## src/frame_reader_defines.svh

```systemverilog
/*
 * Frame reader build constants
 * Bus widths, burst shape, image index widths and FIFO sizing
 */
`ifndef FRAME_READER_DEFINES_SVH
`define FRAME_READER_DEFINES_SVH

// ----------------------------------------
// AXI read bus
// ----------------------------------------
`define FR_ADDR_W        32
`define FR_DATA_W        32
`define FR_BURST_LEN     4

// ----------------------------------------
// Image geometry and buffering
// ----------------------------------------
`define FR_WBITS         12
`define FR_HBITS         12
`define FR_FIFO_DEPTH    16
`define FR_PIX_PER_WORD  4

`endif

```

## src/axi_rd_pkg.sv

```systemverilog
/*
 * AXI read side types
 * Address and data words, fetch FSM states and RRESP codes
 */
`default_nettype none
`include "frame_reader_defines.svh"

package axi_rd_pkg;

	typedef logic [`FR_ADDR_W-1:0] axi_addr_t;
	typedef logic [`FR_DATA_W-1:0] axi_data_t;

	// Burst sequencing in mm2fifo
	typedef enum logic [1:0] {
		FETCH_IDLE,
		FETCH_ADDR,
		FETCH_DATA
	} fetch_state_t;

	// Encoding as on the RRESP wires
	typedef enum logic [1:0] {
		RESP_OKAY   = 2'b00,
		RESP_EXOKAY = 2'b01,
		RESP_SLVERR = 2'b10,
		RESP_DECERR = 2'b11
	} rresp_t;

endpackage

`default_nettype wire

```

## src/video_pkg.sv

```systemverilog
/*
 * Video stream types
 * Pixel word and the unpacker FSM states
 */
`default_nettype none

package video_pkg;

	// 8-bit monochrome pixel
	typedef logic [7:0] pixel_t;

	typedef enum logic {
		UNPACK_EMPTY,
		UNPACK_SHIFT
	} unpack_state_t;

endpackage

`default_nettype wire

```

## src/mm2fifo.sv

```systemverilog
/*
 * mm2fifo
 * AXI4 read burst master that walks an image frame by frame and
 * writes the returned words, tagged with sof and eol, into a FIFO
 */
`default_nettype none
`include "frame_reader_defines.svh"

module mm2fifo (
	input  logic                  M_AXI_ACLK,
	input  logic                  M_AXI_ARESETN,
	input  logic                  enable,
	input  axi_rd_pkg::axi_addr_t base_addr,
	input  logic [`FR_WBITS-1:0]  img_width,
	input  logic [`FR_HBITS-1:0]  img_height,
	output axi_rd_pkg::axi_addr_t M_AXI_ARADDR,
	output logic [7:0]            M_AXI_ARLEN,
	output logic [2:0]            M_AXI_ARSIZE,
	output logic [1:0]            M_AXI_ARBURST,
	output logic                  M_AXI_ARVALID,
	input  logic                  M_AXI_ARREADY,
	input  axi_rd_pkg::axi_data_t M_AXI_RDATA,
	input  logic [1:0]            M_AXI_RRESP,
	input  logic                  M_AXI_RLAST,
	input  logic                  M_AXI_RVALID,
	output logic                  M_AXI_RREADY,
	output logic                  wr_en,
	output axi_rd_pkg::axi_data_t wr_data,
	output logic                  wr_sof,
	output logic                  wr_eol,
	input  logic                  full,
	output logic                  frame_pulse,
	output logic                  read_error
);

	localparam axi_rd_pkg::axi_addr_t burst_bytes =
		`FR_ADDR_W'(`FR_BURST_LEN * `FR_DATA_W / 8);
	localparam logic [`FR_WBITS-1:0] col_step = `FR_WBITS'(`FR_PIX_PER_WORD);

	axi_rd_pkg::fetch_state_t state;
	axi_rd_pkg::rresp_t       resp;
	axi_rd_pkg::axi_addr_t    araddr;
	logic                     arvalid;
	logic                     frame_start;
	logic                     sof_pending;
	logic [`FR_WBITS-1:0]     col_left;
	logic [`FR_HBITS-1:0]     row_left;
	logic                     rnext;
	logic                     start_burst;
	logic                     frame_done;

	// Fixed burst shape, 4-byte beats
	assign M_AXI_ARADDR  = araddr;
	assign M_AXI_ARLEN   = 8'(`FR_BURST_LEN - 1);
	assign M_AXI_ARSIZE  = 3'($clog2(`FR_DATA_W / 8));
	assign M_AXI_ARBURST = 2'b01;
	assign M_AXI_ARVALID = arvalid;
	assign M_AXI_RREADY  = ~full;

	assign rnext       = M_AXI_RVALID && M_AXI_RREADY;
	assign start_burst = (state == axi_rd_pkg::FETCH_IDLE) && enable && !full;
	assign frame_done  = rnext && (col_left == '0) && (row_left == '0);
	assign resp        = axi_rd_pkg::rresp_t'(M_AXI_RRESP);

	// FIFO side, one word per accepted beat
	assign wr_en   = rnext;
	assign wr_data = M_AXI_RDATA;
	assign wr_sof  = sof_pending;
	assign wr_eol  = (col_left == '0);

	// ----------------------------------------
	// Burst sequencing
	// ----------------------------------------
	always_ff @(posedge M_AXI_ACLK) begin
		if (!M_AXI_ARESETN) begin
			state   <= axi_rd_pkg::FETCH_IDLE;
			arvalid <= 1'b0;
		end else begin
			case (state)
				axi_rd_pkg::FETCH_IDLE: begin
					if (start_burst) begin
						state   <= axi_rd_pkg::FETCH_ADDR;
						arvalid <= 1'b1;
					end
				end
				axi_rd_pkg::FETCH_ADDR: begin
					// Hold the request until the slave takes it
					if (M_AXI_ARREADY) begin
						state   <= axi_rd_pkg::FETCH_DATA;
						arvalid <= 1'b0;
					end
				end
				axi_rd_pkg::FETCH_DATA: begin
					if (rnext && M_AXI_RLAST)
						state <= axi_rd_pkg::FETCH_IDLE;
				end
				default: state <= axi_rd_pkg::FETCH_IDLE;
			endcase
		end
	end

	// First burst of a frame reads from base, later ones step on
	always_ff @(posedge M_AXI_ACLK) begin
		if (start_burst)
			araddr <= frame_start ? base_addr : araddr + burst_bytes;
	end

	// ----------------------------------------
	// Frame and line tracking
	// ----------------------------------------
	always_ff @(posedge M_AXI_ACLK) begin
		if (!M_AXI_ARESETN) begin
			frame_start <= 1'b1;
			sof_pending <= 1'b0;
			frame_pulse <= 1'b0;
		end else begin
			frame_pulse <= start_burst && frame_start;
			if (start_burst) begin
				frame_start <= 1'b0;
				sof_pending <= frame_start;
			end else begin
				if (frame_done)
					frame_start <= 1'b1;
				if (rnext)
					sof_pending <= 1'b0;
			end
		end
	end

	// Down-counters, col in pixels and row in lines
	always_ff @(posedge M_AXI_ACLK) begin
		if (!M_AXI_ARESETN) begin
			col_left <= '0;
			row_left <= '0;
		end else if (start_burst && frame_start) begin
			col_left <= img_width - col_step;
			row_left <= img_height - 1'b1;
		end else if (rnext) begin
			if (col_left != '0) begin
				col_left <= col_left - col_step;
			end else if (row_left != '0) begin
				col_left <= img_width - col_step;
				row_left <= row_left - 1'b1;
			end
		end
	end

	// SLVERR and DECERR both carry bit 1
	always_ff @(posedge M_AXI_ACLK) begin
		if (!M_AXI_ARESETN)
			read_error <= 1'b0;
		else
			read_error <= rnext && (resp == axi_rd_pkg::RESP_SLVERR ||
				resp == axi_rd_pkg::RESP_DECERR);
	end

endmodule

`default_nettype wire

```

## src/line_fifo.sv

```systemverilog
/*
 * line_fifo
 * First-word-fall-through FIFO for AXI words with sof and eol tags
 */
`default_nettype none
`include "frame_reader_defines.svh"

module line_fifo (
	input  logic                  M_AXI_ACLK,
	input  logic                  M_AXI_ARESETN,
	input  logic                  wr_en,
	input  axi_rd_pkg::axi_data_t wr_data,
	input  logic                  wr_sof,
	input  logic                  wr_eol,
	output logic                  full,
	input  logic                  rd_en,
	output axi_rd_pkg::axi_data_t rd_data,
	output logic                  rd_sof,
	output logic                  rd_eol,
	output logic                  empty
);

	localparam int ptr_w = $clog2(`FR_FIFO_DEPTH);
	localparam logic [ptr_w:0] depth = (ptr_w + 1)'(`FR_FIFO_DEPTH);

	// Entry is {sof, eol, data}
	logic [`FR_DATA_W+1:0] mem [`FR_FIFO_DEPTH];
	logic [ptr_w-1:0]      wr_ptr;
	logic [ptr_w-1:0]      rd_ptr;
	logic [ptr_w:0]        count;
	logic [ptr_w:0]        count_next;
	logic                  do_wr;
	logic                  do_rd;

	assign do_wr = wr_en && !full;
	assign do_rd = rd_en && !empty;

	assign {rd_sof, rd_eol, rd_data} = mem[rd_ptr];

	always_comb begin
		count_next = count;
		if (do_wr && !do_rd)
			count_next = count + 1'b1;
		else if (do_rd && !do_wr)
			count_next = count - 1'b1;
	end

	always_ff @(posedge M_AXI_ACLK) begin
		if (do_wr)
			mem[wr_ptr] <= {wr_sof, wr_eol, wr_data};
	end

	// Pointers wrap on their own, depth is a power of two
	always_ff @(posedge M_AXI_ACLK) begin
		if (!M_AXI_ARESETN) begin
			wr_ptr <= '0;
			rd_ptr <= '0;
			count  <= '0;
			full   <= 1'b0;
			empty  <= 1'b1;
		end else begin
			if (do_wr)
				wr_ptr <= wr_ptr + 1'b1;
			if (do_rd)
				rd_ptr <= rd_ptr + 1'b1;
			count <= count_next;
			full  <= (count_next == depth);
			empty <= (count_next == '0);
		end
	end

endmodule

`default_nettype wire

```

## src/pixel_unpack.sv

```systemverilog
/*
 * pixel_unpack
 * Pops one FIFO word and emits its pixels lowest byte first,
 * one per clock, carrying the sof and eol tags
 */
`default_nettype none
`include "frame_reader_defines.svh"

module pixel_unpack (
	input  logic                  M_AXI_ACLK,
	input  logic                  M_AXI_ARESETN,
	input  axi_rd_pkg::axi_data_t rd_data,
	input  logic                  rd_sof,
	input  logic                  rd_eol,
	input  logic                  empty,
	output logic                  rd_en,
	output logic                  pix_valid,
	output video_pkg::pixel_t     pix_data,
	output logic                  pix_sof,
	output logic                  pix_eol
);

	localparam int pix_w = $bits(video_pkg::pixel_t);
	localparam int idx_w = $clog2(`FR_PIX_PER_WORD);
	localparam logic [idx_w-1:0] last_idx = idx_w'(`FR_PIX_PER_WORD - 1);

	video_pkg::unpack_state_t state;
	axi_rd_pkg::axi_data_t    shift_q;
	logic [idx_w-1:0]         idx;
	logic                     sof_tag;
	logic                     eol_tag;

	// Load and pop happen in the same cycle
	assign rd_en = (state == video_pkg::UNPACK_EMPTY) && !empty;

	assign pix_valid = (state == video_pkg::UNPACK_SHIFT);
	assign pix_data  = shift_q[pix_w-1:0];
	assign pix_sof   = pix_valid && (idx == '0) && sof_tag;
	assign pix_eol   = pix_valid && (idx == last_idx) && eol_tag;

	// ----------------------------------------
	// Control
	// ----------------------------------------
	always_ff @(posedge M_AXI_ACLK) begin
		if (!M_AXI_ARESETN) begin
			state <= video_pkg::UNPACK_EMPTY;
			idx   <= '0;
		end else begin
			case (state)
				video_pkg::UNPACK_EMPTY: begin
					if (rd_en) begin
						state <= video_pkg::UNPACK_SHIFT;
						idx   <= '0;
					end
				end
				video_pkg::UNPACK_SHIFT: begin
					idx <= idx + 1'b1;
					if (idx == last_idx)
						state <= video_pkg::UNPACK_EMPTY;
				end
				default: state <= video_pkg::UNPACK_EMPTY;
			endcase
		end
	end

	// Word and tags
	always_ff @(posedge M_AXI_ACLK) begin
		if (rd_en) begin
			shift_q <= rd_data;
			sof_tag <= rd_sof;
			eol_tag <= rd_eol;
		end else if (pix_valid) begin
			shift_q <= shift_q >> pix_w;
		end
	end

endmodule

`default_nettype wire

```

## src/frame_reader_top.sv

```systemverilog
/*
 * frame_reader_top
 * Video frame reader: AXI burst fetch, line FIFO and pixel unpacker
 */
`default_nettype none
`include "frame_reader_defines.svh"

module frame_reader_top (
	input  logic                  M_AXI_ACLK,
	input  logic                  M_AXI_ARESETN,
	input  logic                  enable,
	input  axi_rd_pkg::axi_addr_t base_addr,
	input  logic [`FR_WBITS-1:0]  img_width,
	input  logic [`FR_HBITS-1:0]  img_height,
	output axi_rd_pkg::axi_addr_t M_AXI_ARADDR,
	output logic [7:0]            M_AXI_ARLEN,
	output logic [2:0]            M_AXI_ARSIZE,
	output logic [1:0]            M_AXI_ARBURST,
	output logic                  M_AXI_ARVALID,
	input  logic                  M_AXI_ARREADY,
	input  axi_rd_pkg::axi_data_t M_AXI_RDATA,
	input  logic [1:0]            M_AXI_RRESP,
	input  logic                  M_AXI_RLAST,
	input  logic                  M_AXI_RVALID,
	output logic                  M_AXI_RREADY,
	output logic                  pix_valid,
	output video_pkg::pixel_t     pix_data,
	output logic                  pix_sof,
	output logic                  pix_eol,
	output logic                  frame_pulse,
	output logic                  read_error
);

	// Fetch to buffer
	logic                  wr_en;
	axi_rd_pkg::axi_data_t wr_data;
	logic                  wr_sof;
	logic                  wr_eol;
	logic                  full;

	// Buffer to unpack
	logic                  rd_en;
	axi_rd_pkg::axi_data_t rd_data;
	logic                  rd_sof;
	logic                  rd_eol;
	logic                  empty;

	mm2fifo mm2fifo_i (
		.M_AXI_ACLK    (M_AXI_ACLK),
		.M_AXI_ARESETN (M_AXI_ARESETN),
		.enable        (enable),
		.base_addr     (base_addr),
		.img_width     (img_width),
		.img_height    (img_height),
		.M_AXI_ARADDR  (M_AXI_ARADDR),
		.M_AXI_ARLEN   (M_AXI_ARLEN),
		.M_AXI_ARSIZE  (M_AXI_ARSIZE),
		.M_AXI_ARBURST (M_AXI_ARBURST),
		.M_AXI_ARVALID (M_AXI_ARVALID),
		.M_AXI_ARREADY (M_AXI_ARREADY),
		.M_AXI_RDATA   (M_AXI_RDATA),
		.M_AXI_RRESP   (M_AXI_RRESP),
		.M_AXI_RLAST   (M_AXI_RLAST),
		.M_AXI_RVALID  (M_AXI_RVALID),
		.M_AXI_RREADY  (M_AXI_RREADY),
		.wr_en         (wr_en),
		.wr_data       (wr_data),
		.wr_sof        (wr_sof),
		.wr_eol        (wr_eol),
		.full          (full),
		.frame_pulse   (frame_pulse),
		.read_error    (read_error)
	);

	line_fifo line_fifo_i (
		.M_AXI_ACLK    (M_AXI_ACLK),
		.M_AXI_ARESETN (M_AXI_ARESETN),
		.wr_en         (wr_en),
		.wr_data       (wr_data),
		.wr_sof        (wr_sof),
		.wr_eol        (wr_eol),
		.full          (full),
		.rd_en         (rd_en),
		.rd_data       (rd_data),
		.rd_sof        (rd_sof),
		.rd_eol        (rd_eol),
		.empty         (empty)
	);

	pixel_unpack pixel_unpack_i (
		.M_AXI_ACLK    (M_AXI_ACLK),
		.M_AXI_ARESETN (M_AXI_ARESETN),
		.rd_data       (rd_data),
		.rd_sof        (rd_sof),
		.rd_eol        (rd_eol),
		.empty         (empty),
		.rd_en         (rd_en),
		.pix_valid     (pix_valid),
		.pix_data      (pix_data),
		.pix_sof       (pix_sof),
		.pix_eol       (pix_eol)
	);

endmodule

`default_nettype wire

```

## config.mk

```make
export PLATFORM = sky130hd
export DESIGN_NAME = frame_reader_top
export DESIGN_NICKNAME = d
export VERILOG_FILES = /design/src/axi_rd_pkg.sv /design/src/video_pkg.sv /design/src/mm2fifo.sv /design/src/line_fifo.sv /design/src/pixel_unpack.sv /design/src/frame_reader_top.sv
export VERILOG_INCLUDE_DIRS = /design/src /design/src/src
export SDC_FILE = /design/constraint.sdc
export NUM_CORES = 1
export LEC_CHECK = 0
export BUFFER_PORTS_ARGS = -buffer_cell sky130_fd_sc_hd__buf_2
export CORE_MARGIN = 3
export CORE_UTILIZATION = 49
export DETAILED_ROUTE_END_ITERATION = 7
export GPL_ROUTABILITY_DRIVEN = 0
export PLACE_DENSITY_LB_ADDON = 0.2
export SLEW_MARGIN = 20
export SYNTH_ARGS = -nofsm -noshare
export SYNTH_HDL_FRONTEND = slang
export SYNTH_SLANG_ARGS = --single-unit
export TNS_END_PERCENT = 5
```

## constraint.sdc

```tcl
create_clock -name M_AXI_ACLK -period 17.4 [get_ports M_AXI_ACLK]
set_input_delay 0 -clock M_AXI_ACLK [delete_from_list [all_inputs] [get_ports M_AXI_ACLK]]
set_output_delay 0 -clock M_AXI_ACLK [all_outputs]
set_load 0.005 [all_outputs]
```

==> Word-level counts from Yosys, hierarchy flattened <==
Memories as Yosys holds them, arrays and structs flattened. A register that Yosys moved wholly into a read port is not among the register bits.
Cells that the tools add are included.
{ "classes": {"n_addsub": 10, "multipliers": 0, "div": 0, "magnitude_cmp": 0, "n_eq_ne": 11, "shift": 0, "mux": 33, "bitwise_logic": 2, "n_reduce_logical": 40} }
{ "op_table": {"columns": ["operator", "count"], "rows": [
  ["$mux W12", 8],
  ["$mux W32", 3],
  ["$add A32 B5 Y32 const B", 1],
  ["$logic_not A12 Y1", 2],
  ["$reduce_bool A12 Y1", 2],
  ["$sub A12 B1 Y12 const B", 2],
  ["$sub A12 B3 Y12 const B", 2],
  ["$logic_and A1 B1 Y1", 17],
  ["$reduce_bool A2 Y1", 6],
  ["$mux W1", 10],
  ["$mux W5", 2],
  ["$reduce_and A3 Y1", 3],
  ["$add A4 B1 Y4 const B", 2],
  ["$eq A2 B2 Y1 const B", 4],
  ["$mux W2", 4],
  ["$mux W4", 2],
  ["$ne A2 B1 Y1 const B", 3],
  ["$pmux W2 S3", 1],
  ["$add A5 B1 Y5 const B", 1],
  ["$eq A5 B5 Y1 const B", 1],
  ["$logic_not A5 Y1", 1],
  ["$sub A5 B1 Y5 const B", 1],
  ["$logic_not A1 Y1", 4],
  ["$logic_not A2 Y1", 2],
  ["other kinds (9)", 12]
]} }
{ "word_totals": {"regBits": 115, "latch_bits": 0, "ramBits": 544, "romBits": 0, "inputBits": 96, "out_inout_bits": 60, "mem_count": 1} }
{ "memory_table": {"columns": ["name", "depth", "word_bits", "read_ports", "rd_clocked_by_memory_dff", "write_ports", "line_no", "rtl"], "rows": [
  ["line_fifo_i.mem", 16, 34, 1, 1, 1, "line_fifo.sv:27", "logic [`FR_DATA_W+1:0] mem [`FR_FIFO_DEPTH];"]
]} }

==> Logic depth before layout (Yosys ltp) <==
{ "logic_depth": {"ltp_word": 8, "mapped_depth": 11, "mapped_depth_nobuf": 11} }

==> Modules after synthesis <==
Synthesis repeated with hierarchy kept, for this count alone.
{ "unflattened": {"hier_cells": 1460, "hier_area_um2": 27287.4} }
{ "modules_own_cells": {"columns": ["module", "n_inst", "cells_each", "area_each_um2", "seq_area_each_um2"], "rows": [
  ["line_fifo", 1, 865, 21379.3, 16716.0],
  ["mm2fifo", 1, 499, 4225.3, 1581.5],
  ["pixel_unpack", 1, 96, 1682.9, 1081.0]
]} }

==> Worst setup path after synthesis <==
Ideal clock, no wire load.
{ "synth_path": {"path_type": "register to register", "from": "register mm2fifo_i.state[0]", "to": "register mm2fifo_i.row_left[8]", "setup_ns": 0.132, "t_arrival_ns": 6.047, "required_time_ns": 17.268, "path_slack_ns": 11.221, "stages_incl_launch_ff": 11, "path_buffers": 0, "synth_period_minus_slack_ns": 6.179, "path_cell_list": "dfxtp_1 nor4b_1 nand2_1 clkinv_1 mux2i_1 ha_1 nand2_1 nor4_1 xor2_1 o21ai_0 a21oi_1"} }
{ "synth_via": {"elab_chain_len": 6, "elab_cells_between_ends": 9} }
{ "synth_rtl": {"columns": ["element", "line_no", "rtl"], "rows": [
  ["start, declared", "mm2fifo.sv:40", "axi_rd_pkg::fetch_state_t state;"],
  ["start signal, assigned", "mm2fifo.sv:76", "state <= axi_rd_pkg::FETCH_IDLE;"],
  ["start signal, assigned", "mm2fifo.sv:82", "state <= axi_rd_pkg::FETCH_ADDR;"],
  ["start signal, assigned", "mm2fifo.sv:89", "state <= axi_rd_pkg::FETCH_DATA;"],
  ["$logic_not A2 Y1 (*)", "mm2fifo.sv:61", "assign start_burst = (state == axi_rd_pkg::FETCH_IDLE) && enable && !full;"],
  ["$logic_and A1 B1 Y1 (*) (2 in series)", "mm2fifo.sv:61", null],
  ["net mm2fifo_i.start_burst", "mm2fifo.sv:49", "logic start_burst;"],
  ["$logic_and A1 B1 Y1 (*)", "mm2fifo.sv:135", "end else if (start_burst && frame_start) begin"],
  ["$ne A2 B1 Y1 (no source line) / $reduce_bool A2 Y1 (equally long branches)", null, null],
  ["$reduce_and A3 Y1 (no source line)", null, null],
  ["end signal, assigned", "mm2fifo.sv:137", "row_left <= img_height - 1'b1;"],
  ["end signal, assigned", "mm2fifo.sv:143", "row_left <= row_left - 1'b1;"],
  ["end, declared", "mm2fifo.sv:47", "logic [`FR_HBITS-1:0] row_left;"]
]} }
Mark *: on every way through the listed nets, which the timed path passes. The rest lies on a longest branch.
A chain may end at the register's enable or synchronous reset.

==> Worst setup path in the final report <==
{ "layout_path": {"from": "register mm2fifo_i.state[0]", "to": "register mm2fifo_i.row_left[4]"} }
The elaborated chain is that of the path after synthesis.

==> results.cfg <==
[run_status]
status = complete, no violations

[critical_path]
rrSetupSlack_ns = 13.13
cp_slowest_cell = dlygate4sd3_1
cp_slowest_stage_delay_ns = 0.59
endpoint_kind = flop
reg2reg_depth = 15
startpoint_type = flop
reg2reg_to = mm2fifo_i.row_left[4]
worstPathRequired_ns = 17.93
arrival_ns = 4.80
worstPathMaxFanout = 32
cp_cell_sequence = nor4b_2, buf_4, nand2_1, clkinv_1, nand2_1, a21boi_0, ha_1, nand2_1, nand2_1, dlygate4sd3_1, nand3_1, dlygate4sd3_1, nand2_1, dlygate4sd3_1, a21oi_1
worst-path-buf-inv = 5
criticalPathCategory = reg -> reg
path_delay_family = buffers and inverters
reg2reg_from = mm2fifo_i.state[0]
crit_top_cell = nand2_1

[drt]
wl_met2_um = 29700
viasPerCell = 5.76
dr_wl_met3_um = 3090
wl_per_cell_um = 23.9
ant_nets = 0
wl_met1_um = 24900
top_layer = met5
drc_errors = 0
drt_iter0_markers = 1096
vias = 14200
first_pass_iters = 5
wl_um = 59100

[power]
p_leak_nw = 10.4
power_density_mw_per_mm2 = 136
vdd_ir_drop_max_v = 0.0000910

[global_route]
grt_pass1_vias = 14500
antenna_found_initial = 1
grt_usage = 0.211
grt_max_degree = 60
grt_pass1_wl_um = 89500
overflow = 0

[finish]
fillCellCount = 3972
nets = 1830
drive_gt1_frac = 0.268
syn_to_final_growth_pct = 17.8
antenna_cells = 0

[clock_network]
clockBufferDepth = 3
cts_resized = 0
path_clk_slew_ns = 0.06
worstSkewPairLatency_ns = 0.60
cts_buffers = 71
htreeDepth = 3
tritoncts = yes
cts-root-buf = clkbuf_16
cts.sinks = 663

[sta]
fin_crit_ns = 4.27
setup_viol = 0
clock_skew_ns = 0.0149
period_share = 0.246
max_freq_mhz = 234
maxSlewHeadroom = 0.302
worst_slack_ns = 13.13
grt_setup_unrepaired = false
slew_violations = 0
worst_pin_slew_ns = 1.04
setup-tns-final_ns = 0
final-hold-violation-count = 0

[yosys]
netlist_instances = 1455
synth_flop_cell = edfxtp_1
yosys_warnings = 0
synth-seq-area-share = 0.723
synth_edf_count = 610
synth.avg_cell_area_um2 = 18.4
ys_seq_elements = 663
synth_cell_types = 61
synthArstFlopShare = 0
syn_area_mm2 = 0.0268

[hold_path]
hold-path-endpoint = mm2fifo_i.read_error
worstHoldPathType = in -> reg
hold_start = M_AXI_RRESP[1]
whs_path_depth = 3

[die]
row_count = 85
fp.dieArea_mm2 = 0.0575
core-area_mm2 = 0.0539
die-width_um = 240
die_h_um = 240
io_pins = 156
start_util = 0.497

[place]
post-place-ws_ns = 13.47
hpwlAfterDp_um = 32100
port_buffers = 141

[flow_run]
drv_cap = 0
placed cells by master, fill, tap and decap left out, types with 22 or more instances in the layout:
cell,count
a21oi_1,26
and2_1,28
buf_2,141
buf_4,27
clkbuf_16,73
dfxtp_1,49
dlygate4sd3_1,104
edfxtp_1,610
mux4_2,170
nand2_1,146
nor2_1,22
o21ai_0,44
xnor2_1,36
xor2_1,26
sequential cells by signal (all words and copies together), names as in the netlist, named ones only:
| name | count |
|---|---|
| mm2fifo_i.M_AXI_ARADDR | 32 |
| mm2fifo_i.frame_pulse | 1 |
| mm2fifo_i.row_left | 12 |
| line_fifo_i.empty | 1 |
| line_fifo_i.mem | 544 |
| pixel_unpack_i.shift_q | 32 |
| mm2fifo_i.state | 2 |
| line_fifo_i.wr_ptr | 4 |
| mm2fifo_i.M_AXI_ARVALID | 1 |
| line_fifo_i.rd_ptr | 4 |
| pixel_unpack_i.idx | 2 |
| mm2fifo_i.frame_start | 1 |
| mm2fifo_i.wr_sof | 1 |
| mm2fifo_i.col_left | 12 |
| line_fifo_i.count | 5 |
| line_fifo_i.full | 1 |
| pixel_unpack_i.pix_valid | 1 |
| mm2fifo_i.read_error | 1 |
| pixel_unpack_i.eol_tag | 1 |
| pixel_unpack_i.sof_tag | 1 |
cells in the mapped netlist, drive strengths merged (5+ instances only):
cell type	count	area (µm²)
clkbuf	53	199
and3	10	62.6
and4	6	52.6
dfxtp	53	1060
a21boi	9	67.6
nand2	148	561
and2	28	175
a21oi	26	130
edfxtp	610	18300
or4	5	45.0
nor2	35	139
xor2	26	228
nand4	8	50.1
nand3	19	95.1
inv	17	63.8
xnor2	36	315
nor2b	6	37.5
buf	38	253
nor4	11	90.1
mux4	170	3830
nor3	27	160
o21ai	45	225
ha	14	175
metal layers:
layer	vias up	GRT usage
li1	6271	-
met1	7441	0.287
met2	422	0.357
met3	98	0.0359
met4	2	0.0585
met5	-	0
cell families (layout without fill, tap and decap cells):
logic type      count (synthesis)  in the layout  synth area share
mux                           177            177             0.146
flops                         663            663             0.723
buf+inv                       110            418            0.0200
fa+ha+maj                      14             14           0.00654
other cells                     2             13          0.000280
xor+xnor                       62             62            0.0203
simple gates                  321            321            0.0595
compound gates                106            106            0.0248
tightest hold or removal path, delay by kind of cell:
kind / cells / cell delay (ns)
buffers and inverters: 2 / 0.61
and+or+nand+nor: 1 / 0.12
worst max-delay path by stage:
stage                            start                    endpoint  slack (ns)  cells past startpoint
detailed placement                flop  pixel_unpack_i.shift_q[17]       13.47                      6
finish              mm2fifo_i.state[0]       mm2fifo_i.row_left[4]       13.13                     15
global placement                  flop  pixel_unpack_i.shift_q[17]       13.50                      6
floorplan           mm2fifo_i.state[0]       mm2fifo_i.row_left[8]       11.22                     10
global route        mm2fifo_i.state[0]       mm2fifo_i.row_left[4]       12.85                     15
CTS                 mm2fifo_i.state[0]       mm2fifo_i.row_left[4]       13.12                     15
report_power, final:
group | leakage, nW | internal (W) | switching (W)
clock | 1.08 | 0.000849 | 0.000596
combinational | 3.33 | 0.000418 | 0.000440
sequential | 6.01 | 0.00189 | 0.000100
total | 10.4 | 0.00315 | 0.00114
what timing repair did:
action,in CTS,in global routing
hold buffers,104,0
buffers inserted,0,0
hold endpoints to repair,575,0
endpoints found under the setup margin,0,0
cell type report:
class	count	area, µm²	share of cell area
flip-flops and latches	663	19400	0.614
multi-input cells	693	7050	0.223
clock buffers	94	1960	0.0620
repair buffers	272	1950	0.0618
well taps	696	871	0.0276
clock inverters	33	267	0.00844
inverters	19	83.8	0.00266
through the flow:
stage,power (W),utilization,std cells,hold WS [ns],area [µm²]
after CTS,0.00434,0.585,2470,0.133,31600
after detailed placement,0.00287,0.525,2239,0.231,28300
after global routing,0.00449,0.585,2470,0.181,31600
final,0.00429,0.585,2470,0.161,31600
after global placement,0.00286,0.525,2239,0.226,28300
after floorplan,0.00263,-,1466,0.0989,26800
Note: power is estimated with default switching activity, not from simulation.
